==> src/rtl/decode_macros.svh <==
`ifndef DECODE_MACROS_SVH
`define DECODE_MACROS_SVH

////////////////////////////////////////////////////////////
// packet and datapath widths
////////////////////////////////////////////////////////////
`define PKT_BYTES  16
`define PKT_W      128          // 16 bytes, byte 0 in the top bits
`define EIP_W      32
`define LEN_W      4            // x86 lengths run 1..15
`define DISP_W     32
`define IMM_W      32

// bytes from just past the opcode (or ModRM) to the packet end
`define TAIL_BYTES 10

////////////////////////////////////////////////////////////
// legacy prefix bytes
////////////////////////////////////////////////////////////
`define MAX_PFX    3            // prefixes looked at before the opcode
`define PFX_REP    8'hF3
`define PFX_OPSIZE 8'h66

// segment overrides
`define PFX_ES     8'h26
`define PFX_CS     8'h2E
`define PFX_SS     8'h36
`define PFX_DS     8'h3E
`define PFX_FS     8'h64
`define PFX_GS     8'h65

`endif

==> src/rtl/decode_pkg.sv <==
`include "decode_macros.svh"

package decode_pkg;

    typedef logic [`EIP_W-1:0] eip_t;
    typedef logic [`LEN_W-1:0] len_t;

    // segment override, none when no prefix seen
    typedef enum logic [2:0] {
        SEG_NONE, SEG_ES, SEG_CS, SEG_SS, SEG_DS, SEG_FS, SEG_GS
    } seg_e;

    // immediate size; IMM_WD is 2 or 4 bytes by operand size
    typedef enum logic [1:0] {
        IMM_NONE, IMM_BYTE, IMM_WD
    } imm_kind_e;

    typedef struct packed {
        logic [1:0] count;       // prefixes in front of the opcode
        logic       rep;
        logic       opsize;      // 66 seen
        seg_e       seg;         // last override wins
    } prefix_t;

    typedef struct packed {
        logic      two_byte;     // 0F escape
        logic      has_modrm;
        imm_kind_e imm_kind;
        logic      invalid;      // outside the supported subset
    } op_class_t;

    typedef struct packed {
        logic [1:0] mod;
        logic [2:0] reg_op;
        logic [2:0] rm;
        logic       has_sib;
        logic [1:0] scale;
        logic [2:0] index;
        logic [2:0] base;
        logic [2:0] disp_bytes;  // 0, 1 or 4
    } addr_t;

    // one decoded instruction as handed downstream
    typedef struct packed {
        prefix_t             pfx;
        logic [7:0]          opcode;  // byte after 0F for two-byte forms
        op_class_t           cls;
        addr_t               addr;
        logic [`DISP_W-1:0]  disp;
        logic [`IMM_W-1:0]   imm;
        len_t                len;
        eip_t                eip;
        eip_t                next_eip;
    } decoded_t;

endpackage

==> src/rtl/prefix_decode.sv <==
`timescale 1ns/100ps
`include "decode_macros.svh"

module prefix_decode (
    input  logic [`MAX_PFX*8-1:0] pkt_head,  // packet bytes 0..2, byte 0 on top
    output decode_pkg::prefix_t   pfx,
    output logic [1:0]            op_index   // where the opcode starts
);
    import decode_pkg::*;

    logic [7:0] cur;    // byte being looked at
    logic       scan;   // still inside the prefix run

    ////////////////////////////////////////////////////////////
    // walk bytes in order, first non-prefix ends the run
    ////////////////////////////////////////////////////////////
    always_comb begin
        pfx  = '0;
        scan = 1'b1;
        cur  = '0;
        for (int i = 0; i < `MAX_PFX; i++) begin
            cur = pkt_head[(`MAX_PFX-1-i)*8 +: 8];
            if (scan) begin
                case (cur)
                    `PFX_REP:    pfx.rep    = 1'b1;
                    `PFX_OPSIZE: pfx.opsize = 1'b1;
                    `PFX_ES:     pfx.seg    = SEG_ES;
                    `PFX_CS:     pfx.seg    = SEG_CS;
                    `PFX_SS:     pfx.seg    = SEG_SS;
                    `PFX_DS:     pfx.seg    = SEG_DS;
                    `PFX_FS:     pfx.seg    = SEG_FS;
                    `PFX_GS:     pfx.seg    = SEG_GS;
                    default:     scan       = 1'b0;  // opcode reached
                endcase
                if (scan) begin
                    pfx.count = pfx.count + 2'd1;
                end
            end
        end
    end

    // three prefixes put the opcode at byte 3
    assign op_index = pfx.count;

endmodule

==> src/rtl/opcode_class.sv <==
`timescale 1ns/100ps

module opcode_class (
    input  logic [15:0]           op_bytes,  // opcode on top, next byte below
    output decode_pkg::op_class_t cls
);
    import decode_pkg::*;

    logic [7:0] b0;  // first opcode byte
    logic [7:0] b1;  // byte after an 0F escape

    assign b0 = op_bytes[15:8];
    assign b1 = op_bytes[7:0];

    always_comb begin
        cls = '0;
        if (b0 == 8'h0F) begin
            cls.two_byte = 1'b1;
            casez (b1)
                8'b1000_????: cls.imm_kind  = IMM_WD;  // jcc rel32
                8'hAF:        cls.has_modrm = 1'b1;    // imul r, r/m
                default:      cls.invalid   = 1'b1;
            endcase
        end else begin
            casez (b0)
                8'h90, 8'hC3: ;                        // nop, ret
                8'h04:        cls.imm_kind = IMM_BYTE; // add al, ib
                8'h05:        cls.imm_kind = IMM_WD;   // add eax, id
                8'h01, 8'h03, 8'h89, 8'h8B: begin
                    cls.has_modrm = 1'b1;              // reg <-> r/m forms
                end
                8'h80, 8'h83: begin                    // group 1 with ib
                    cls.has_modrm = 1'b1;
                    cls.imm_kind  = IMM_BYTE;
                end
                8'h81: begin                           // group 1 with id
                    cls.has_modrm = 1'b1;
                    cls.imm_kind  = IMM_WD;
                end
                8'b1011_1???: cls.imm_kind = IMM_WD;   // mov r32, imm
                8'hE8, 8'hE9: cls.imm_kind = IMM_WD;   // call / jmp rel32
                8'hEB:        cls.imm_kind = IMM_BYTE; // jmp rel8
                default:      cls.invalid  = 1'b1;
            endcase
        end
    end

endmodule

==> src/rtl/modrm_decode.sv <==
`timescale 1ns/100ps

module modrm_decode (
    input  logic [15:0]       modrm_bytes,  // ModRM on top, SIB candidate below
    input  logic              has_modrm,
    output decode_pkg::addr_t addr
);
    logic [7:0] modrm;
    logic [7:0] sib;
    logic       sib_here;     // rm=100 with a memory operand
    logic       no_base;      // mod 0 absolute form, disp32 only

    assign modrm = modrm_bytes[15:8];
    assign sib   = modrm_bytes[7:0];

    assign sib_here = (modrm[7:6] != 2'b11) && (modrm[2:0] == 3'b100);

    // mod 0 with rm=101, or SIB base=101, drops the base for a disp32
    assign no_base = (modrm[7:6] == 2'b00) &&
                     (sib_here ? (sib[2:0] == 3'b101) : (modrm[2:0] == 3'b101));

    ////////////////////////////////////////////////////////////
    // 32-bit addressing fields
    ////////////////////////////////////////////////////////////
    always_comb begin
        addr = '0;
        if (has_modrm) begin
            addr.mod     = modrm[7:6];
            addr.reg_op  = modrm[5:3];
            addr.rm      = modrm[2:0];
            addr.has_sib = sib_here;
            if (sib_here) begin
                addr.scale = sib[7:6];
                addr.index = sib[5:3];
                addr.base  = sib[2:0];
            end
            case (modrm[7:6])
                2'b00:   addr.disp_bytes = no_base ? 3'd4 : 3'd0;
                2'b01:   addr.disp_bytes = 3'd1;  // disp8
                2'b10:   addr.disp_bytes = 3'd4;  // disp32
                default: addr.disp_bytes = 3'd0;  // register operand
            endcase
        end
    end

endmodule

==> src/rtl/disp_imm_extract.sv <==
`timescale 1ns/100ps
`include "decode_macros.svh"

module disp_imm_extract (
    input  logic [`TAIL_BYTES*8-1:0] tail,        // starts at the SIB slot
    input  decode_pkg::addr_t        addr,
    input  decode_pkg::imm_kind_e    imm_kind,
    input  logic                     opsize_ovr,
    output logic [`DISP_W-1:0]       disp,
    output logic [`IMM_W-1:0]        imm,
    output logic [2:0]               imm_len      // bytes of immediate
);
    import decode_pkg::*;

    localparam int TW = `TAIL_BYTES*8;

    logic [2:0]  imm_off;   // sib + displacement bytes
    logic [31:0] disp_raw;
    logic [31:0] imm_raw;

    // four bytes at a byte offset, little-endian
    function automatic logic [31:0] le_word(input logic [TW-1:0] bytes,
                                            input logic [2:0]    off);
        logic [TW-1:0] sh;
        sh = bytes << {off, 3'b000};
        return {sh[TW-25 -: 8], sh[TW-17 -: 8], sh[TW-9 -: 8], sh[TW-1 -: 8]};
    endfunction

    assign imm_off  = {2'b00, addr.has_sib} + addr.disp_bytes;
    assign disp_raw = le_word(tail, {2'b00, addr.has_sib});
    assign imm_raw  = le_word(tail, imm_off);

    ////////////////////////////////////////////////////////////
    // size select and sign extension
    ////////////////////////////////////////////////////////////
    always_comb begin
        case (imm_kind)
            IMM_BYTE: imm_len = 3'd1;
            IMM_WD:   imm_len = opsize_ovr ? 3'd2 : 3'd4;  // 66 gives a word
            default:  imm_len = 3'd0;
        endcase
    end

    always_comb begin
        case (addr.disp_bytes)
            3'd1:    disp = {{24{disp_raw[7]}}, disp_raw[7:0]};
            3'd4:    disp = disp_raw;
            default: disp = '0;
        endcase
        case (imm_len)
            3'd1:    imm = {{24{imm_raw[7]}}, imm_raw[7:0]};
            3'd2:    imm = {{16{imm_raw[15]}}, imm_raw[15:0]};
            3'd4:    imm = imm_raw;
            default: imm = '0;
        endcase
    end

endmodule

==> src/rtl/eip_track.sv <==
`timescale 1ns/100ps
`include "decode_macros.svh"

module eip_track (
    input  logic              clk,
    input  logic              rst_n,
    input  logic              redir_valid,
    input  logic              redir_init,   // 1 init, 0 resteer
    input  logic [`EIP_W-1:0] redir_eip,
    input  logic              advance,      // instruction accepted this edge
    input  logic [`LEN_W-1:0] length,
    output logic [`EIP_W-1:0] eip
);
    logic [`EIP_W-1:0] step;   // pointer past the current instruction

    assign step = eip + {{(`EIP_W-`LEN_W){1'b0}}, length};

    ////////////////////////////////////////////////////////////
    // pointer register
    ////////////////////////////////////////////////////////////
    always_ff @(posedge clk) begin
        if (!rst_n) begin
            eip <= '0;
        end else if (redir_valid) begin
            eip <= redir_eip;     // init and resteer share the target bus
        end else if (advance) begin
            eip <= step;
        end
    end

endmodule

==> src/rtl/decode_stage.sv <==
`timescale 1ns/100ps

module decode_stage #(
    parameter type payload_t = logic
) (
    input  logic     clk,
    input  logic     rst_n,
    input  logic     in_valid,
    output logic     in_ready,
    input  payload_t in_data,
    output logic     out_valid,
    input  logic     out_ready,
    output payload_t out_data
);
    // room when empty or when the held item leaves this cycle
    assign in_ready = ~out_valid | out_ready;

    always_ff @(posedge clk) begin
        if (!rst_n) begin
            out_valid <= 1'b0;
        end else if (in_ready) begin
            out_valid <= in_valid;
        end
    end

    // payload only moves on a transfer
    always_ff @(posedge clk) begin
        if (in_valid && in_ready) begin
            out_data <= in_data;
        end
    end

endmodule

==> src/rtl/decode_top.sv <==
`timescale 1ns/100ps
`include "decode_macros.svh"

module decode_top (
    input  logic                 clk,
    input  logic                 rst_n,
    input  logic                 in_valid,
    output logic                 in_ready,
    input  logic [`PKT_W-1:0]    pkt,          // byte 0 in the top bits
    input  logic                 redir_valid,
    input  logic                 redir_init,   // 1 init, 0 resteer
    input  logic [`EIP_W-1:0]    redir_eip,
    output logic                 out_valid,
    input  logic                 out_ready,
    output decode_pkg::decoded_t out_data
);
    import decode_pkg::*;

    prefix_t            pfx;
    logic [1:0]         op_index;
    op_class_t          cls;
    addr_t              addr;
    logic [15:0]        modrm_bytes;
    logic [`DISP_W-1:0] disp;
    logic [`IMM_W-1:0]  imm;
    logic [2:0]         imm_len;
    logic [`PKT_W-1:0]  at_op;        // opcode moved up to byte 0
    logic [`PKT_W-1:0]  at_tail;      // first byte past opcode/ModRM on top
    logic [2:0]         tail_start;   // opcode plus ModRM bytes
    len_t               len;
    eip_t               eip;
    decoded_t           dec;
    logic               stage_valid;
    logic               stage_ready;
    logic               accept;

    ////////////////////////////////////////////////////////////
    // prefix and opcode
    ////////////////////////////////////////////////////////////
    prefix_decode u_pfx (
        .pkt_head (pkt[`PKT_W-1 -: `MAX_PFX*8]),
        .pfx      (pfx),
        .op_index (op_index)
    );

    assign at_op = pkt << {op_index, 3'b000};

    opcode_class u_opc (
        .op_bytes (at_op[`PKT_W-1 -: 16]),
        .cls      (cls)
    );

    ////////////////////////////////////////////////////////////
    // addressing, displacement, immediate
    ////////////////////////////////////////////////////////////
    assign modrm_bytes = cls.two_byte ? at_op[`PKT_W-17 -: 16] : at_op[`PKT_W-9 -: 16];

    modrm_decode u_modrm (
        .modrm_bytes (modrm_bytes),
        .has_modrm   (cls.has_modrm),
        .addr        (addr)
    );

    assign tail_start = 3'd1 + {2'b00, cls.two_byte} + {2'b00, cls.has_modrm};
    assign at_tail    = at_op << {tail_start, 3'b000};

    disp_imm_extract u_dimm (
        .tail       (at_tail[`PKT_W-1 -: `TAIL_BYTES*8]),
        .addr       (addr),
        .imm_kind   (cls.imm_kind),
        .opsize_ovr (pfx.opsize),
        .disp       (disp),
        .imm        (imm),
        .imm_len    (imm_len)
    );

    // prefixes + opcode/ModRM + SIB + displacement + immediate
    assign len = len_t'(pfx.count) + len_t'(tail_start) + len_t'(addr.has_sib)
               + len_t'(addr.disp_bytes) + len_t'(imm_len);

    ////////////////////////////////////////////////////////////
    // pointer and output stage
    ////////////////////////////////////////////////////////////
    assign accept = in_valid & in_ready;

    eip_track u_eip (
        .clk         (clk),
        .rst_n       (rst_n),
        .redir_valid (redir_valid),
        .redir_init  (redir_init),
        .redir_eip   (redir_eip),
        .advance     (accept),
        .length      (len),
        .eip         (eip)
    );

    always_comb begin
        dec.pfx      = pfx;
        dec.opcode   = cls.two_byte ? at_op[`PKT_W-9 -: 8] : at_op[`PKT_W-1 -: 8];
        dec.cls      = cls;
        dec.addr     = addr;
        dec.disp     = disp;
        dec.imm      = imm;
        dec.len      = len;
        dec.eip      = eip;
        dec.next_eip = eip + eip_t'(len);
    end

    // redirect blocks the packet for this cycle
    assign stage_valid = in_valid & ~redir_valid;
    assign in_ready    = stage_ready & ~redir_valid;

    decode_stage #(
        .payload_t (decoded_t)
    ) u_stage (
        .clk       (clk),
        .rst_n     (rst_n),
        .in_valid  (stage_valid),
        .in_ready  (stage_ready),
        .in_data   (dec),
        .out_valid (out_valid),
        .out_ready (out_ready),
        .out_data  (out_data)
    );

endmodule

==> config.mk <==
export PLATFORM = sky130hd
export DESIGN_NAME = decode_top
export DESIGN_NICKNAME = d
export VERILOG_FILES = /design/src/rtl/decode_pkg.sv /design/src/rtl/prefix_decode.sv /design/src/rtl/opcode_class.sv /design/src/rtl/modrm_decode.sv /design/src/rtl/disp_imm_extract.sv /design/src/rtl/eip_track.sv /design/src/rtl/decode_stage.sv /design/src/rtl/decode_top.sv
export VERILOG_INCLUDE_DIRS = /design/src /design/src/rtl
export SDC_FILE = /design/constraint.sdc
export NUM_CORES = 1
export LEC_CHECK = 0
export BUFFER_PORTS_ARGS = -buffer_cell sky130_fd_sc_hd__clkbuf_2
export CAP_MARGIN = 40
export CORE_UTILIZATION = 40
export CTS_BUF_LIST = sky130_fd_sc_hd__clkbuf_4 sky130_fd_sc_hd__clkbuf_8
export DETAILED_ROUTE_END_ITERATION = 6
export GPL_ROUTABILITY_DRIVEN = 0
export GPL_TIMING_DRIVEN = 0
export HOLD_SLACK_MARGIN = 0.03
export MAX_ROUTING_LAYER = met4
export SYNTH_ARGS = -nofsm -noshare
export SYNTH_HDL_FRONTEND = slang
export SYNTH_HIERARCHICAL = 1
export SYNTH_SLANG_ARGS = --single-unit
export TNS_END_PERCENT = 30
==> constraint.sdc <==
create_clock -name clk -period 13.2 [get_ports clk]
set_input_delay 2.64 -clock clk [delete_from_list [all_inputs] [get_ports clk]]
set_output_delay 2.64 -clock clk [all_outputs]
set_load 0.01 [all_outputs]
# == After elaboration in Yosys (flattened, before gate mapping) ==
# Cells that the tools add are included.
# word_totals
input_bits,166
word_cells,154
reg_bits,205
out_inout_bits,174
# op_classes
n_bitwise,6
n_shift,4
reduce_logical,14
n_addsub,10
mux,41
eq_ne,55
# ops
op,n
128-bit by 5-bit << shifter with 128-bit output,1
128-bit by 6-bit << shifter with 128-bit output,1
"8-bit == test, second input constant",14
"8-bit by 6-bit == test with 1-bit output, second input constant",12
32-bit case mux with 3 select lines,1
80-bit by 4-bit << shifter with 80-bit output,1
80-bit by 6-bit << shifter with 80-bit output,1
"8-bit by 7-bit == test with 1-bit output, second input constant",9
32-bit two-way mux,2
32-bit case mux with 2 select lines,1
3-bit case mux with 6 select lines,3
32-bit by 4-bit adder with 32-bit output,1
8-bit OR reduction,3
1-bit two-way mux,19
"8-bit by 3-bit == test with 1-bit output, second input constant",2
16-bit two-way mux,1
8-bit two-way mux,2
"3-bit == test, second input constant",5
15-bit OR reduction,1
7-bit two-way mux,2
12-bit two-way mux,1
3-bit case mux with 3 select lines,1
4-bit by 3-bit adder with 4-bit output,2
"8-bit by 1-bit == test with 1-bit output, second input constant",1
other kinds (32),43

# == Depth between registers and ports, before layout ==
# Gate-level depths: netlist of the first run.
# depth
depth_word,27
mapped_depth,33
depth_no_buf,28

# == Cells and area by module ==
# The synthesis of the first run kept the hierarchy.
# by_module_without_submodules
module,n_inst,seq_area_each_um2,area_each_um2,cells_per_inst
decode_top,1,0.0,5649.2,547
decode_stage,1,5185.0,5222.5,177
disp_imm_extract,1,0.0,2601.2,287
eip_track,1,640.6,2003.2,241
prefix_decode,1,0.0,550.5,80
opcode_class,1,0.0,297.8,39
modrm_decode,1,0.0,251.5,30

# == Worst setup path after synthesis of the first run ==
# No wires, ideal clock.
# synth_timing
path_type,input -> register
from,input pkt[123]
to,"register, netlist name u_stage/out_data[23]"
slack_ns,3.635
path_buffers,6
path_stages,27
required_time_ns,12.934
setup_ns,0.266
arrival_time_ns,9.299
cell_sequence,clkbuf_1 -> nor4b_1 -> o21ai_1 -> nor2_1 -> buf_2 -> buf_2 -> mux4_2 -> nor3_4 -> nand4_2 -> inv_1 -> clkbuf_1 -> inv_2 -> buf_1 -> nand2_1 -> nand2_1 -> nand2b_1 -> a221oi_1 -> fa_1 -> inv_1 -> fa_1 -> inv_1 -> ha_1 -> o21a_1 -> a21oi_1 -> buf_2 -> nor3_1 -> xor2_1
# synth_lines
element,line,text
start: declaration,decode_top.sv:9,"input logic [`PKT_W-1:0] pkt,"

==> flow_metrics.env, run 1 <==
export IMPL_grt_antenna_before_repair=0
export IMPL_rsz0062_at_grt="false"
export IMPL_detail_route_wl_per_cell_um=24.0
export IMPL_number_of_violations_of_the_max_capacitance_limit=0
export IMPL_cts_post_setup_buffers_inserted=0
export IMPL_cts_resized=0
export IMPL_cts_num_sinks=205
export IMPL_final_fill_count=3715
export IMPL_path_max_fanout=10
export IMPL_clock_fmax_mhz=91.2
export IMPL_share_comb_of_total_power=0.216
export IMPL_synth_area_per_inst_um2=11.8
export IMPL_sequential_fraction_of_the_synthesis_area=0.351
export IMPL_layout_cells_most_common_list="sky130_fd_sc_hd__clkbuf_2, sky130_fd_sc_hd__mux2i_1, sky130_fd_sc_hd__edfxtp_1, sky130_fd_sc_hd__mux4_2, sky130_fd_sc_hd__nand2_1"
export IMPL_worst_hold_check_path_type="flip-flop to flip-flop"
export IMPL_cts_buffer_depth=3
export IMPL_drt_vias_per_instance=6.06
export IMPL_netlist_instances=1401
export IMPL_drcViolationCount=0
export IMPL_synth_area_top_cells="sky130_fd_sc_hd__edfxtp_1, sky130_fd_sc_hd__mux4_2, sky130_fd_sc_hd__mux2i_1, sky130_fd_sc_hd__dfxtp_1, sky130_fd_sc_hd__nand2_1"
export IMPL_rows=74
export IMPL_holdBufCountCts=0
export IMPL_chipWidth_um=206
export IMPL_worst_setup_path_start_kind="input pin"
export IMPL_totalWireLength_mm=56.1
export IMPL_design_die_area_mm2=0.0423
export IMPL_dpl_hpwl_mm=45.4
export IMPL_final_setup_violation_count=0
export IMPL_dr_total_vias=14200
export IMPL_synth_ff_type="sky130_fd_sc_hd__edfxtp_1"
export IMPL_grt_overflow_total=0
export IMPL_layout_worst_path_cycle_share=0.831
export IMPL_clock_insertion_delay_at_the_later_pin_of_the_skew_report_ns=0.56
export IMPL_initial_utilization=0.406
export IMPL_mostFrequentLayoutCell="sky130_fd_sc_hd__clkbuf_2"
export IMPL_pwr_share_clk=0.345
export IMPL_p_leak_nw=7.58
export IMPL_largest_net_degree_at_the_start_of_global_routing=69
export IMPL_first_pass_grt_wire_length_mm=83.8
export IMPL_synth_top_area_frac=0.312
export IMPL_drive_above_1_share=0.381
export IMPL_mappedNetlistNets=1589
export IMPL_ys_warn_count=6
export IMPL_power_frac_seq=0.440
export IMPL_floorplan_io_pins=340
export IMPL_final_net_count=1970
export IMPL_tritoncts_num_buffers=37
export IMPL_synth_ff_latch_count=205
export IMPL_power_density_mw_per_mm2=87.9
export IMPL_net_switching_power_mw=0.510
export IMPL_htree_num_levels=2
export IMPL_finalHoldViolations=0
export IMPL_timing_setup_critical_path_class="input pin to flip-flop"
export IMPL_grt_pass1_vias=13700
export IMPL_setup_tns_final_ns=0
export IMPL_critPathSlowestCell="sky130_fd_sc_hd__a21oi_1"
export IMPL_die_height_um=206
export IMPL_netSwitchingFraction=0.294
export IMPL_post_route_worst_setup_slack_ns=2.23
export IMPL_run_status="finished clean"
export IMPL_power_internal_mw=1.23
export IMPL_period_minus_slack_ns=10.97
export IMPL_synth_edff_count=172
export IMPL_slew_limit_headroom=0.386
export IMPL_n_antenna_cell=0
export IMPL_areaGrowthSynthToFinish_pct=19.1
export IMPL_number_of_different_library_cells_in_the_post_synthesis_netlist=94
export IMPL_drtIter0Drc=1098
export IMPL_groute_usage_overall=0.270
export IMPL_critical_path_max_stage_delay_ns=0.74
export IMPL_cts_reportedPaths_clkPinSlew_ns=0.06
export IMPL_clockRootBuffer="sky130_fd_sc_hd__clkbuf_8"
export IMPL_worst_margin_pin_slew_ns=0.922
export IMPL_cts_tree="yes"
export IMPL_placement_io_buffers=338
export IMPL_floorplan_core_area_mm2=0.0408
export IMPL_netlist_area_mm2=0.0166
export IMPL_timing_critical_path_arrival_ns=11.21
export IMPL_firstDrtPassIters=5
export IMPL_final_ant_viol_nets=0
export IMPL_timing_final_max_slew_violations=0
export IMPL_netlist_top_cell_by_area="sky130_fd_sc_hd__edfxtp_1"
export IMPL_postSynth_asyncResetShare=0
export IMPL_detailedPlace_worstSlack_ns=1.80
export IMPL_skew_ns=0.0543
export IMPL_required_ns=13.45
export IMPL_setup_worst_path_end_class="flip-flop"
export IMPL_max_vdd_ir_drop_uv=48.0
## layout make-up
cell class	instances	area [um2]	area share
clock buffer	45	582	0.0295
sequential	205	5830	0.295
timing repair buffer	342	1760	0.0891
tap	532	666	0.0337
multi-input combinational	1059	10100	0.510
buffer	104	558	0.0283
inverter	33	124	0.00627
clock inverter	21	159	0.00805
## synth_stat cells (4+ instances only)
library cell	n
sky130_fd_sc_hd__nor4b_1	7
sky130_fd_sc_hd__and4_1	4
sky130_fd_sc_hd__o21ai_0	73
sky130_fd_sc_hd__nand4_1	16
sky130_fd_sc_hd__a211oi_1	14
sky130_fd_sc_hd__xnor2_1	27
sky130_fd_sc_hd__xor2_1	36
sky130_fd_sc_hd__and2_2	9
sky130_fd_sc_hd__ha_1	14
sky130_fd_sc_hd__a21oi_1	64
sky130_fd_sc_hd__nand2b_1	15
sky130_fd_sc_hd__o21ai_1	5
sky130_fd_sc_hd__mux2_2	21
sky130_fd_sc_hd__nand3_1	20
sky130_fd_sc_hd__nor4_1	11
sky130_fd_sc_hd__clkbuf_1	39
sky130_fd_sc_hd__nor2_1	77
sky130_fd_sc_hd__o31ai_1	7
sky130_fd_sc_hd__fa_1	8
sky130_fd_sc_hd__nor3_1	14
sky130_fd_sc_hd__nor4_2	8
sky130_fd_sc_hd__mux2i_1	197
sky130_fd_sc_hd__o22ai_1	7
sky130_fd_sc_hd__nor2b_1	10
sky130_fd_sc_hd__nand2_1	133
sky130_fd_sc_hd__nor3b_2	12
sky130_fd_sc_hd__and2_1	6
sky130_fd_sc_hd__inv_1	32
sky130_fd_sc_hd__nor3b_1	7
sky130_fd_sc_hd__mux4_2	148
sky130_fd_sc_hd__buf_2	37
sky130_fd_sc_hd__buf_6	8
sky130_fd_sc_hd__buf_4	10
sky130_fd_sc_hd__edfxtp_1	172
sky130_fd_sc_hd__and3_1	12
sky130_fd_sc_hd__dfxtp_1	33
sky130_fd_sc_hd__buf_1	8
## metrics by stage
step           cell area (um2)  total power, mW  utilization  hold WS [ns]  instances
6_report                 19700             1.74        0.484         0.500       2341
3_5_place_dp             19000             1.14        0.465         0.504       2275
5_1_grt                  19700             1.81        0.484         0.535       2341
4_1_cts                  19700             1.75        0.484         0.515       2341
2_1_floorplan            16600            0.990            -         0.464       1401
3_3_place_gp             18900             1.14        0.464         0.492       2271
## registers in the layout (all words and copies together), names as in the netlist
| name | cells |
|---|---|
| u_eip/eip | 32 |
| u_stage/out_valid | 1 |
| u_stage/out_data | 172 |
## metal layers
metal	global-route usage	part of all wire	up-vias
met5	-	0	-
met2	0.410	0.46	931
met4	0.0984	0.034	0
met1	0.367	0.41	6925
met3	0.0410	0.099	114
li1	-	-	6218
## power groups by stage
stage               clock (mW)  combinational (mW)  sequential [mW]
detailed placement           0               0.366            0.777
floorplan                    0               0.207            0.783
global route             0.645               0.399            0.767
global placement             0               0.359            0.778
CTS                      0.618               0.367            0.764
finish                   0.598               0.375            0.763
## worst paths after layout
check | start | to | slack, ns | cells past startpoint
max | pkt[123] | u_stage/out_data[7] | 2.23 | 33
min reg2reg | u_eip/eip[3] | u_stage/out_data[35] | 0.50 | 0
min | u_eip/eip[3] | u_stage/out_data[35] | 0.50 | 0
max reg2reg | u_eip/eip[1] | u_stage/out_data[7] | 10.45 | 6
## critical path: cells and delay by family
family | cells | cell delay (ns)
compound gates | 3 | 1.15
fa+ha+maj | 5 | 1.77
simple gates | 9 | 2.06
buf+inv | 13 | 2.61
xor+xnor | 2 | 0.49
mux | 1 | 0.48
## kinds of logic after synthesis
group	after synthesis	synth area share
compound gates	204	0.0767
flops	205	0.351
simple gates	399	0.137
mux	369	0.338
other cells	1	0.000226
buf+inv	137	0.0411
xor+xnor	64	0.0349
fa+ha+maj	22	0.0202
(Power assumes the default switching activity.)
==> inputs of run 2 (changes only) <==
==> constraint.sdc (replaced) <==
create_clock -name clk -period 10.1 [get_ports clk]
set_input_delay 2.02 -clock clk [delete_from_list [all_inputs] [get_ports clk]]
set_output_delay 2.02 -clock clk [all_outputs]
set_load 0.01 [all_outputs]
==> run 2 against run 1 <==
Against the previous run: combinational power rose by 31%; routed wire length barely moved; sequential share of layout area fell by 0.050 points; non-clock buffer count did not move; utilization is 0.083 points higher; via count barely moved; sequential power rose by 31%; register-to-register slack worse by 2.7 ns; global-route usage barely moved; worst setup slack lost 1.7 ns; die area unchanged; total power increased by 31%; largest cell class unchanged; highest routed layer unchanged.
==> flow_metrics.env, run 2 (synthesized netlist as in run 1, its figures left out) <==
export IMPL_run_status="finished clean"
export IMPL_share_comb_of_total_power=0.216
export IMPL_drt_vias_per_instance=6.06
export IMPL_detail_route_wl_per_cell_um=24.0
export IMPL_area_sequential_mm2=0.00583
export IMPL_n_antenna_cell=0
export IMPL_largest_register="u_stage/out_data"
export IMPL_final_net_count=1970
export IMPL_worst_margin_pin_slew_ns=0.793
export IMPL_detailedPlace_worstSlack_ns=-0.677
export IMPL_power_density_mw_per_mm2=115
export IMPL_power_internal_mw=1.60
export IMPL_timing_setup_critical_path_class="input pin to flip-flop"
export IMPL_worst_setup_path_start_kind="input pin"
export IMPL_layout_worst_path_cycle_share=0.951
export IMPL_utilization=0.484
export IMPL_floorplan_core_area_mm2=0.0408
export IMPL_p_leak_nw=7.60
export IMPL_drive_above_1_share=0.384
export IMPL_final_fill_count=3712
export IMPL_first_pass_grt_wire_length_mm=83.8
export IMPL_timing_critical_path_arrival_ns=9.85
export IMPL_rsz0062_at_grt="false"
export IMPL_placement_io_buffers=338
export IMPL_gr_usage_met1=0.367
export IMPL_chipWidth_um=206
export IMPL_net_switching_power_mw=0.666
export IMPL_path_delay_family="buffers and inverters"
export IMPL_power_frac_seq=0.439
export IMPL_dpl_hpwl_mm=45.4
export IMPL_htree_num_levels=2
export IMPL_clockRootBuffer="sky130_fd_sc_hd__clkbuf_8"
export IMPL_timing_critical_path_buf_inv=13
export IMPL_die_height_um=206
export IMPL_floorplan_io_pins=340
export IMPL_max_vdd_ir_drop_uv=62.2
export IMPL_design_die_area_mm2=0.0423
export IMPL_cts_reportedPaths_clkPinSlew_ns=0.06
export IMPL_inst_count_dp=2275
export IMPL_grt_met2_usage=0.410
export IMPL_largest_net_degree_at_the_start_of_global_routing=69
export IMPL_groute_usage_overall=0.270
export IMPL_crit_path_frequent_cell="sky130_fd_sc_hd__inv_1"
export IMPL_final_instance_count_excl_fill=2341
export IMPL_tritoncts_num_buffers=37
export IMPL_multi_input_area_mm2=0.0101
export IMPL_number_of_violations_of_the_max_capacitance_limit=0
export IMPL_critPathSlowestCell="sky130_fd_sc_hd__fa_1"
export IMPL_cts_num_sinks=205
export IMPL_skew_ns=0.0505
export IMPL_areaGrowthSynthToFinish_pct=19.3
export IMPL_fin_hold_ws_ns=0.500
export IMPL_initial_utilization=0.406
export IMPL_drcViolationCount=0
export IMPL_finalHoldViolations=0
export IMPL_grt_busiest_layer="met2"
export IMPL_worst_hold_check_path_type="flip-flop to flip-flop"
export IMPL_critical_path_max_stage_delay_ns=0.55
export IMPL_grtUsageMet3=0.0410
export IMPL_rows=74
export IMPL_grt_pass1_vias=13700
export IMPL_mostFrequentLayoutCell="sky130_fd_sc_hd__clkbuf_2"
export IMPL_clock_insertion_delay_at_the_later_pin_of_the_skew_report_ns=0.56
export IMPL_period_minus_slack_ns=9.60
export IMPL_largest_reg_flops=172
export IMPL_final_setup_violation_count=0
export IMPL_grt_antenna_before_repair=0
export IMPL_cts_buffer_depth=3
export IMPL_grt_overflow_total=0
export IMPL_netSwitchingFraction=0.294
export IMPL_layout_cells_most_common_list="sky130_fd_sc_hd__clkbuf_2, sky130_fd_sc_hd__mux2i_1, sky130_fd_sc_hd__edfxtp_1, sky130_fd_sc_hd__mux4_2, sky130_fd_sc_hd__nand2_1"
export IMPL_cts_tree="yes"
export IMPL_dr_total_vias=14200
export IMPL_firstDrtPassIters=5
export IMPL_post_route_worst_setup_slack_ns=0.496
export IMPL_drtIter0Drc=1169
export IMPL_pwr_share_clk=0.344
export IMPL_clock_fmax_mhz=104
export IMPL_path_max_fanout=10
export IMPL_biggestRegsByFlops="u_stage/out_data (172), u_eip/eip (32), u_stage/out_valid (1)"
export IMPL_timing_final_max_slew_violations=0
export IMPL_totalWireLength_mm=56.1
export IMPL_slew_limit_headroom=0.471
export IMPL_final_ant_viol_nets=0
export IMPL_required_ns=10.34
export IMPL_holdBufCountCts=0
export IMPL_setup_worst_path_end_class="flip-flop"
[run 2: power by group through the flow]
stage	sequential [mW]	clock, mW	combinational (mW)
2_1_floorplan	1.02	0	0.271
3_3_place_gp	1.02	0	0.470
3_5_place_dp	1.02	0	0.478
4_1_cts	0.998	0.808	0.480
5_1_grt	1.00	0.843	0.522
6_report	0.997	0.781	0.491
[run 2: metrics by stage]
step	power [mW]	TNS (ns)	area, um2
2_1_floorplan	1.29	0	16600
3_3_place_gp	1.49	-28.01	18900
3_5_place_dp	1.49	-13.11	19000
4_1_cts	2.29	0	19800
5_1_grt	2.37	0	19800
6_report	2.27	0	19800
[run 2: timing repair]
item	4_1_cts	5_1_grt
buffers inserted	0	0
gates resized for setup	1	8
setup endpoints to repair	10	46
[run 2: final cells by class]
type | count | area share
inverter | 33 | 0.00626
buffer | 104 | 0.0284
timing repair buffer | 342 | 0.0889
multi-input combinational | 1059 | 0.511
clock buffer | 45 | 0.0294
clock inverter | 21 | 0.00803
sequential | 205 | 0.294
tap | 532 | 0.0336
[run 2: metal layers]
layer  wire [um]  vias to the layer above
met5           0                        -
met4        1820                        0
met3        5660                      105
met2       25700                      927
met1       22900                     6925
li1            -                     6219
[run 2: worst paths after layout]
check,slack (ns),startpoint,cells past startpoint,end
worst min-delay path,0.50,u_eip/eip[3],0,u_stage/out_data[35]
worst min register to register,0.50,u_eip/eip[3],0,u_stage/out_data[35]
worst max register to register,7.72,u_eip/eip[0],7,u_stage/out_data[8]
worst max-delay path,0.50,pkt[123],33,u_stage/out_data[8]
==> inputs of run 3 (changes only) <==
--- a/config.mk
+++ b/config.mk
@@ -8,13 +8,15 @@
 export LEC_CHECK = 0
 export BUFFER_PORTS_ARGS = -buffer_cell sky130_fd_sc_hd__clkbuf_2
 export CAP_MARGIN = 40
-export CORE_UTILIZATION = 40
+export CORE_UTILIZATION = 55
 export CTS_BUF_LIST = sky130_fd_sc_hd__clkbuf_4 sky130_fd_sc_hd__clkbuf_8
+export CTS_CLUSTER_SIZE = 20
 export DETAILED_ROUTE_END_ITERATION = 6
 export GPL_ROUTABILITY_DRIVEN = 0
 export GPL_TIMING_DRIVEN = 0
 export HOLD_SLACK_MARGIN = 0.03
 export MAX_ROUTING_LAYER = met4
+export PLACE_DENSITY = 0.79
 export SYNTH_ARGS = -nofsm -noshare
 export SYNTH_HDL_FRONTEND = slang
 export SYNTH_HIERARCHICAL = 1
==> run 3 against run 2 <==
Against the previous run: clock power barely moved; critical path type unchanged; utilization increased by 18 points; routed wire length down 7.6%; sequential cell count unchanged; sequential share of layout area increased by 0.31 points; first-iteration DRC count increased by 69%; non-clock buffer count unchanged; die area shrank 27%; worst setup slack got worse by 0.097 ns; largest power group unchanged.
==> flow_metrics.env, run 3 (synthesized netlist as in run 1, its figures left out) <==
export IMPL_tritoncts_num_buffers=35
export IMPL_number_of_violations_of_the_max_capacitance_limit=0
export IMPL_clock_insertion_delay_at_the_later_pin_of_the_skew_report_ns=0.54
export IMPL_drcViolationCount=0
export IMPL_final_net_count=1968
export IMPL_areaGrowthSynthToFinish_pct=18.1
export IMPL_timing_hold_worst_start="u_eip/eip[2]"
export IMPL_placement_cell_area_mm2=0.0188
export IMPL_path_max_fanout=10
export IMPL_detail_route_wl_per_cell_um=23.6
export IMPL_drtIter0Drc=1979
export IMPL_cts_tree="yes"
export IMPL_utilization=0.660
export IMPL_largest_reg_flops=172
export IMPL_run_status="finished clean"
export IMPL_max_vdd_ir_drop_uv=69.5
export IMPL_worst_hold_check_path_type="flip-flop to flip-flop"
export IMPL_wl_met2_mm=24.3
export IMPL_clock_fmax_mhz=103
export IMPL_cts_num_sinks=205
export IMPL_layout_worst_path_cycle_share=0.960
export IMPL_startpoint_of_the_worst_register_to_register_path="u_eip/eip[0]"
export IMPL_slew_limit_headroom=0.398
export IMPL_clockRootBuffer="sky130_fd_sc_hd__clkbuf_8"
export IMPL_timing_critical_path_arrival_ns=9.94
export IMPL_die_height_um=176
export IMPL_required_ns=10.34
export IMPL_setup_worst_path_end_class="flip-flop"
export IMPL_layout_cells_most_common_list="sky130_fd_sc_hd__clkbuf_2, sky130_fd_sc_hd__mux2i_1, sky130_fd_sc_hd__edfxtp_1, sky130_fd_sc_hd__mux4_2, sky130_fd_sc_hd__nand2_1"
export IMPL_top_layer_used="met4"
export IMPL_first_pass_grt_wire_length_mm=77.7
export IMPL_final_ant_viol_nets=0
export IMPL_totalWireLength_mm=51.9
export IMPL_finalHoldViolations=0
export IMPL_cts_resized=1
export IMPL_r2r_end="u_stage/out_data[12]"
export IMPL_design_die_area_mm2=0.0308
export IMPL_placement_io_buffers=338
export IMPL_met1Wirelength_mm=18.7
export IMPL_grt_overflow_total=0
export IMPL_timing_final_max_slew_violations=0
export IMPL_rsz0062_at_grt="false"
export IMPL_power_density_mw_per_mm2=115
export IMPL_largest_net_degree_at_the_start_of_global_routing=68
export IMPL_worst_r2r_cell_count=7
export IMPL_floorplan_io_pins=340
export IMPL_n_antenna_cell=0
export IMPL_timing_setup_critical_path_class="input pin to flip-flop"
export IMPL_holdBufCountCts=0
export IMPL_dpl_hpwl_mm=41.5
export IMPL_crit_path_frequent_cell="sky130_fd_sc_hd__inv_1"
export IMPL_critPathSlowestCell="sky130_fd_sc_hd__mux4_2"
export IMPL_largest_register="u_stage/out_data"
export IMPL_groute_usage_overall=0.338
export IMPL_dr_total_vias=14600
export IMPL_worst_setup_path_start_kind="input pin"
export IMPL_biggestRegsByFlops="u_stage/out_data (172), u_eip/eip (32), u_stage/out_valid (1)"
export IMPL_htree_num_levels=2
export IMPL_firstDrtPassIters=5
export IMPL_worstHoldEndpoint="u_stage/out_data[34]"
export IMPL_rows=63
export IMPL_initial_utilization=0.559
export IMPL_cts_buffer_depth=3
export IMPL_critical_path_max_stage_delay_ns=0.68
export IMPL_chipWidth_um=176
export IMPL_grt_antenna_before_repair=0
export IMPL_mostFrequentLayoutCell="sky130_fd_sc_hd__clkbuf_2"
export IMPL_p_leak_nw=7.58
export IMPL_final_cell_area_mm2=0.0196
export IMPL_floorplan_core_area_mm2=0.0296
export IMPL_drt_vias_per_instance=6.64
export IMPL_period_minus_slack_ns=9.70
export IMPL_worst_margin_pin_slew_ns=0.904
export IMPL_regToRegSetupSlack_ns=7.72
export IMPL_whs_path_depth=0
export IMPL_drive_above_1_share=0.382
export IMPL_met3WireLength_mm=5.98
export IMPL_grt_pass1_vias=13800
export IMPL_cts_post_setup_buffers_inserted=0
export IMPL_cts_reportedPaths_clkPinSlew_ns=0.06
export IMPL_skew_ns=0.0354
export IMPL_final_setup_violation_count=0
-- run 3: cell count changes in the layout (fill, tap and decap cells not counted), sizes merged --
cell and change:
clkbuf -4, inv +3, bufinv +1, clkinv -5, buf +1
-- run 3: layer usage --
metal  vias to the layer above  track usage
met5                         -            -
met4                         0        0.162
met3                       213       0.0470
met2                      1295        0.546
met1                      6842        0.422
li1                       6218            -
-- run 3: worst max path at each step --
| stage | startpoint | end | slack (ns) | cells past startpoint |
|---|---|---|---|---|
| after global placement | pkt[123] | u_stage/out_data[23] | -0.71 | 29 |
| after global routing | pkt[123] | u_eip/eip[17] | 0.02 | 33 |
| after detailed placement | pkt[123] | u_stage/out_data[23] | -0.55 | 33 |
| after floorplan | pkt[123] | u_stage/out_data[23] | 1.16 | 27 |
| after CTS | pkt[123] | u_stage/out_data[14] | 0.08 | 33 |
| final | pkt[123] | u_stage/out_data[12] | 0.40 | 32 |
-- run 3: stage by stage --
stage | hold slack [ns] | worst slack, ns | std cells | total power, mW | TNS [ns]
3_3_place_gp | 0.495 | -0.707 | 2129 | 1.47 | -15.41
3_5_place_dp | 0.500 | -0.550 | 2133 | 1.48 | -9.91
6_report | 0.527 | 0.399 | 2195 | 2.26 | 0
2_1_floorplan | 0.464 | 1.16 | 1401 | 1.29 | 0
4_1_cts | 0.527 | 0.0789 | 2195 | 2.26 | 0
5_1_grt | 0.544 | 0.0210 | 2195 | 2.33 | 0
-- run 3: layout make-up --
| class | count | area [um2] |
|---|---|---|
| Buffer | 104 | 559 |
| Fill cell | 2279 | 10100 |
| Inverter | 33 | 124 |
| Clock buffer | 42 | 541 |
| Timing Repair Buffer | 342 | 1760 |
| Clock inverter | 20 | 184 |
| Sequential cell | 205 | 5830 |
| Tap cell | 390 | 488 |
| Multi-Input combinational cell | 1059 | 10100 |
-- run 3: where the power goes --
part | switching (mW) | internal (mW)
sequential | 0.0324 | 0.964
combinational | 0.280 | 0.204
clock | 0.341 | 0.437
-- run 3: critical path, delay by kind of cell --
kind,cells,cell delay [ns]
adder cells (fa/ha/maj),5,1.77
multiplexers,1,0.68
XOR/XNOR,2,0.42
AND/OR/NAND/NOR,10,2.39
AO/OA/AOI/OAI,2,0.43
buffers and inverters,12,2.21
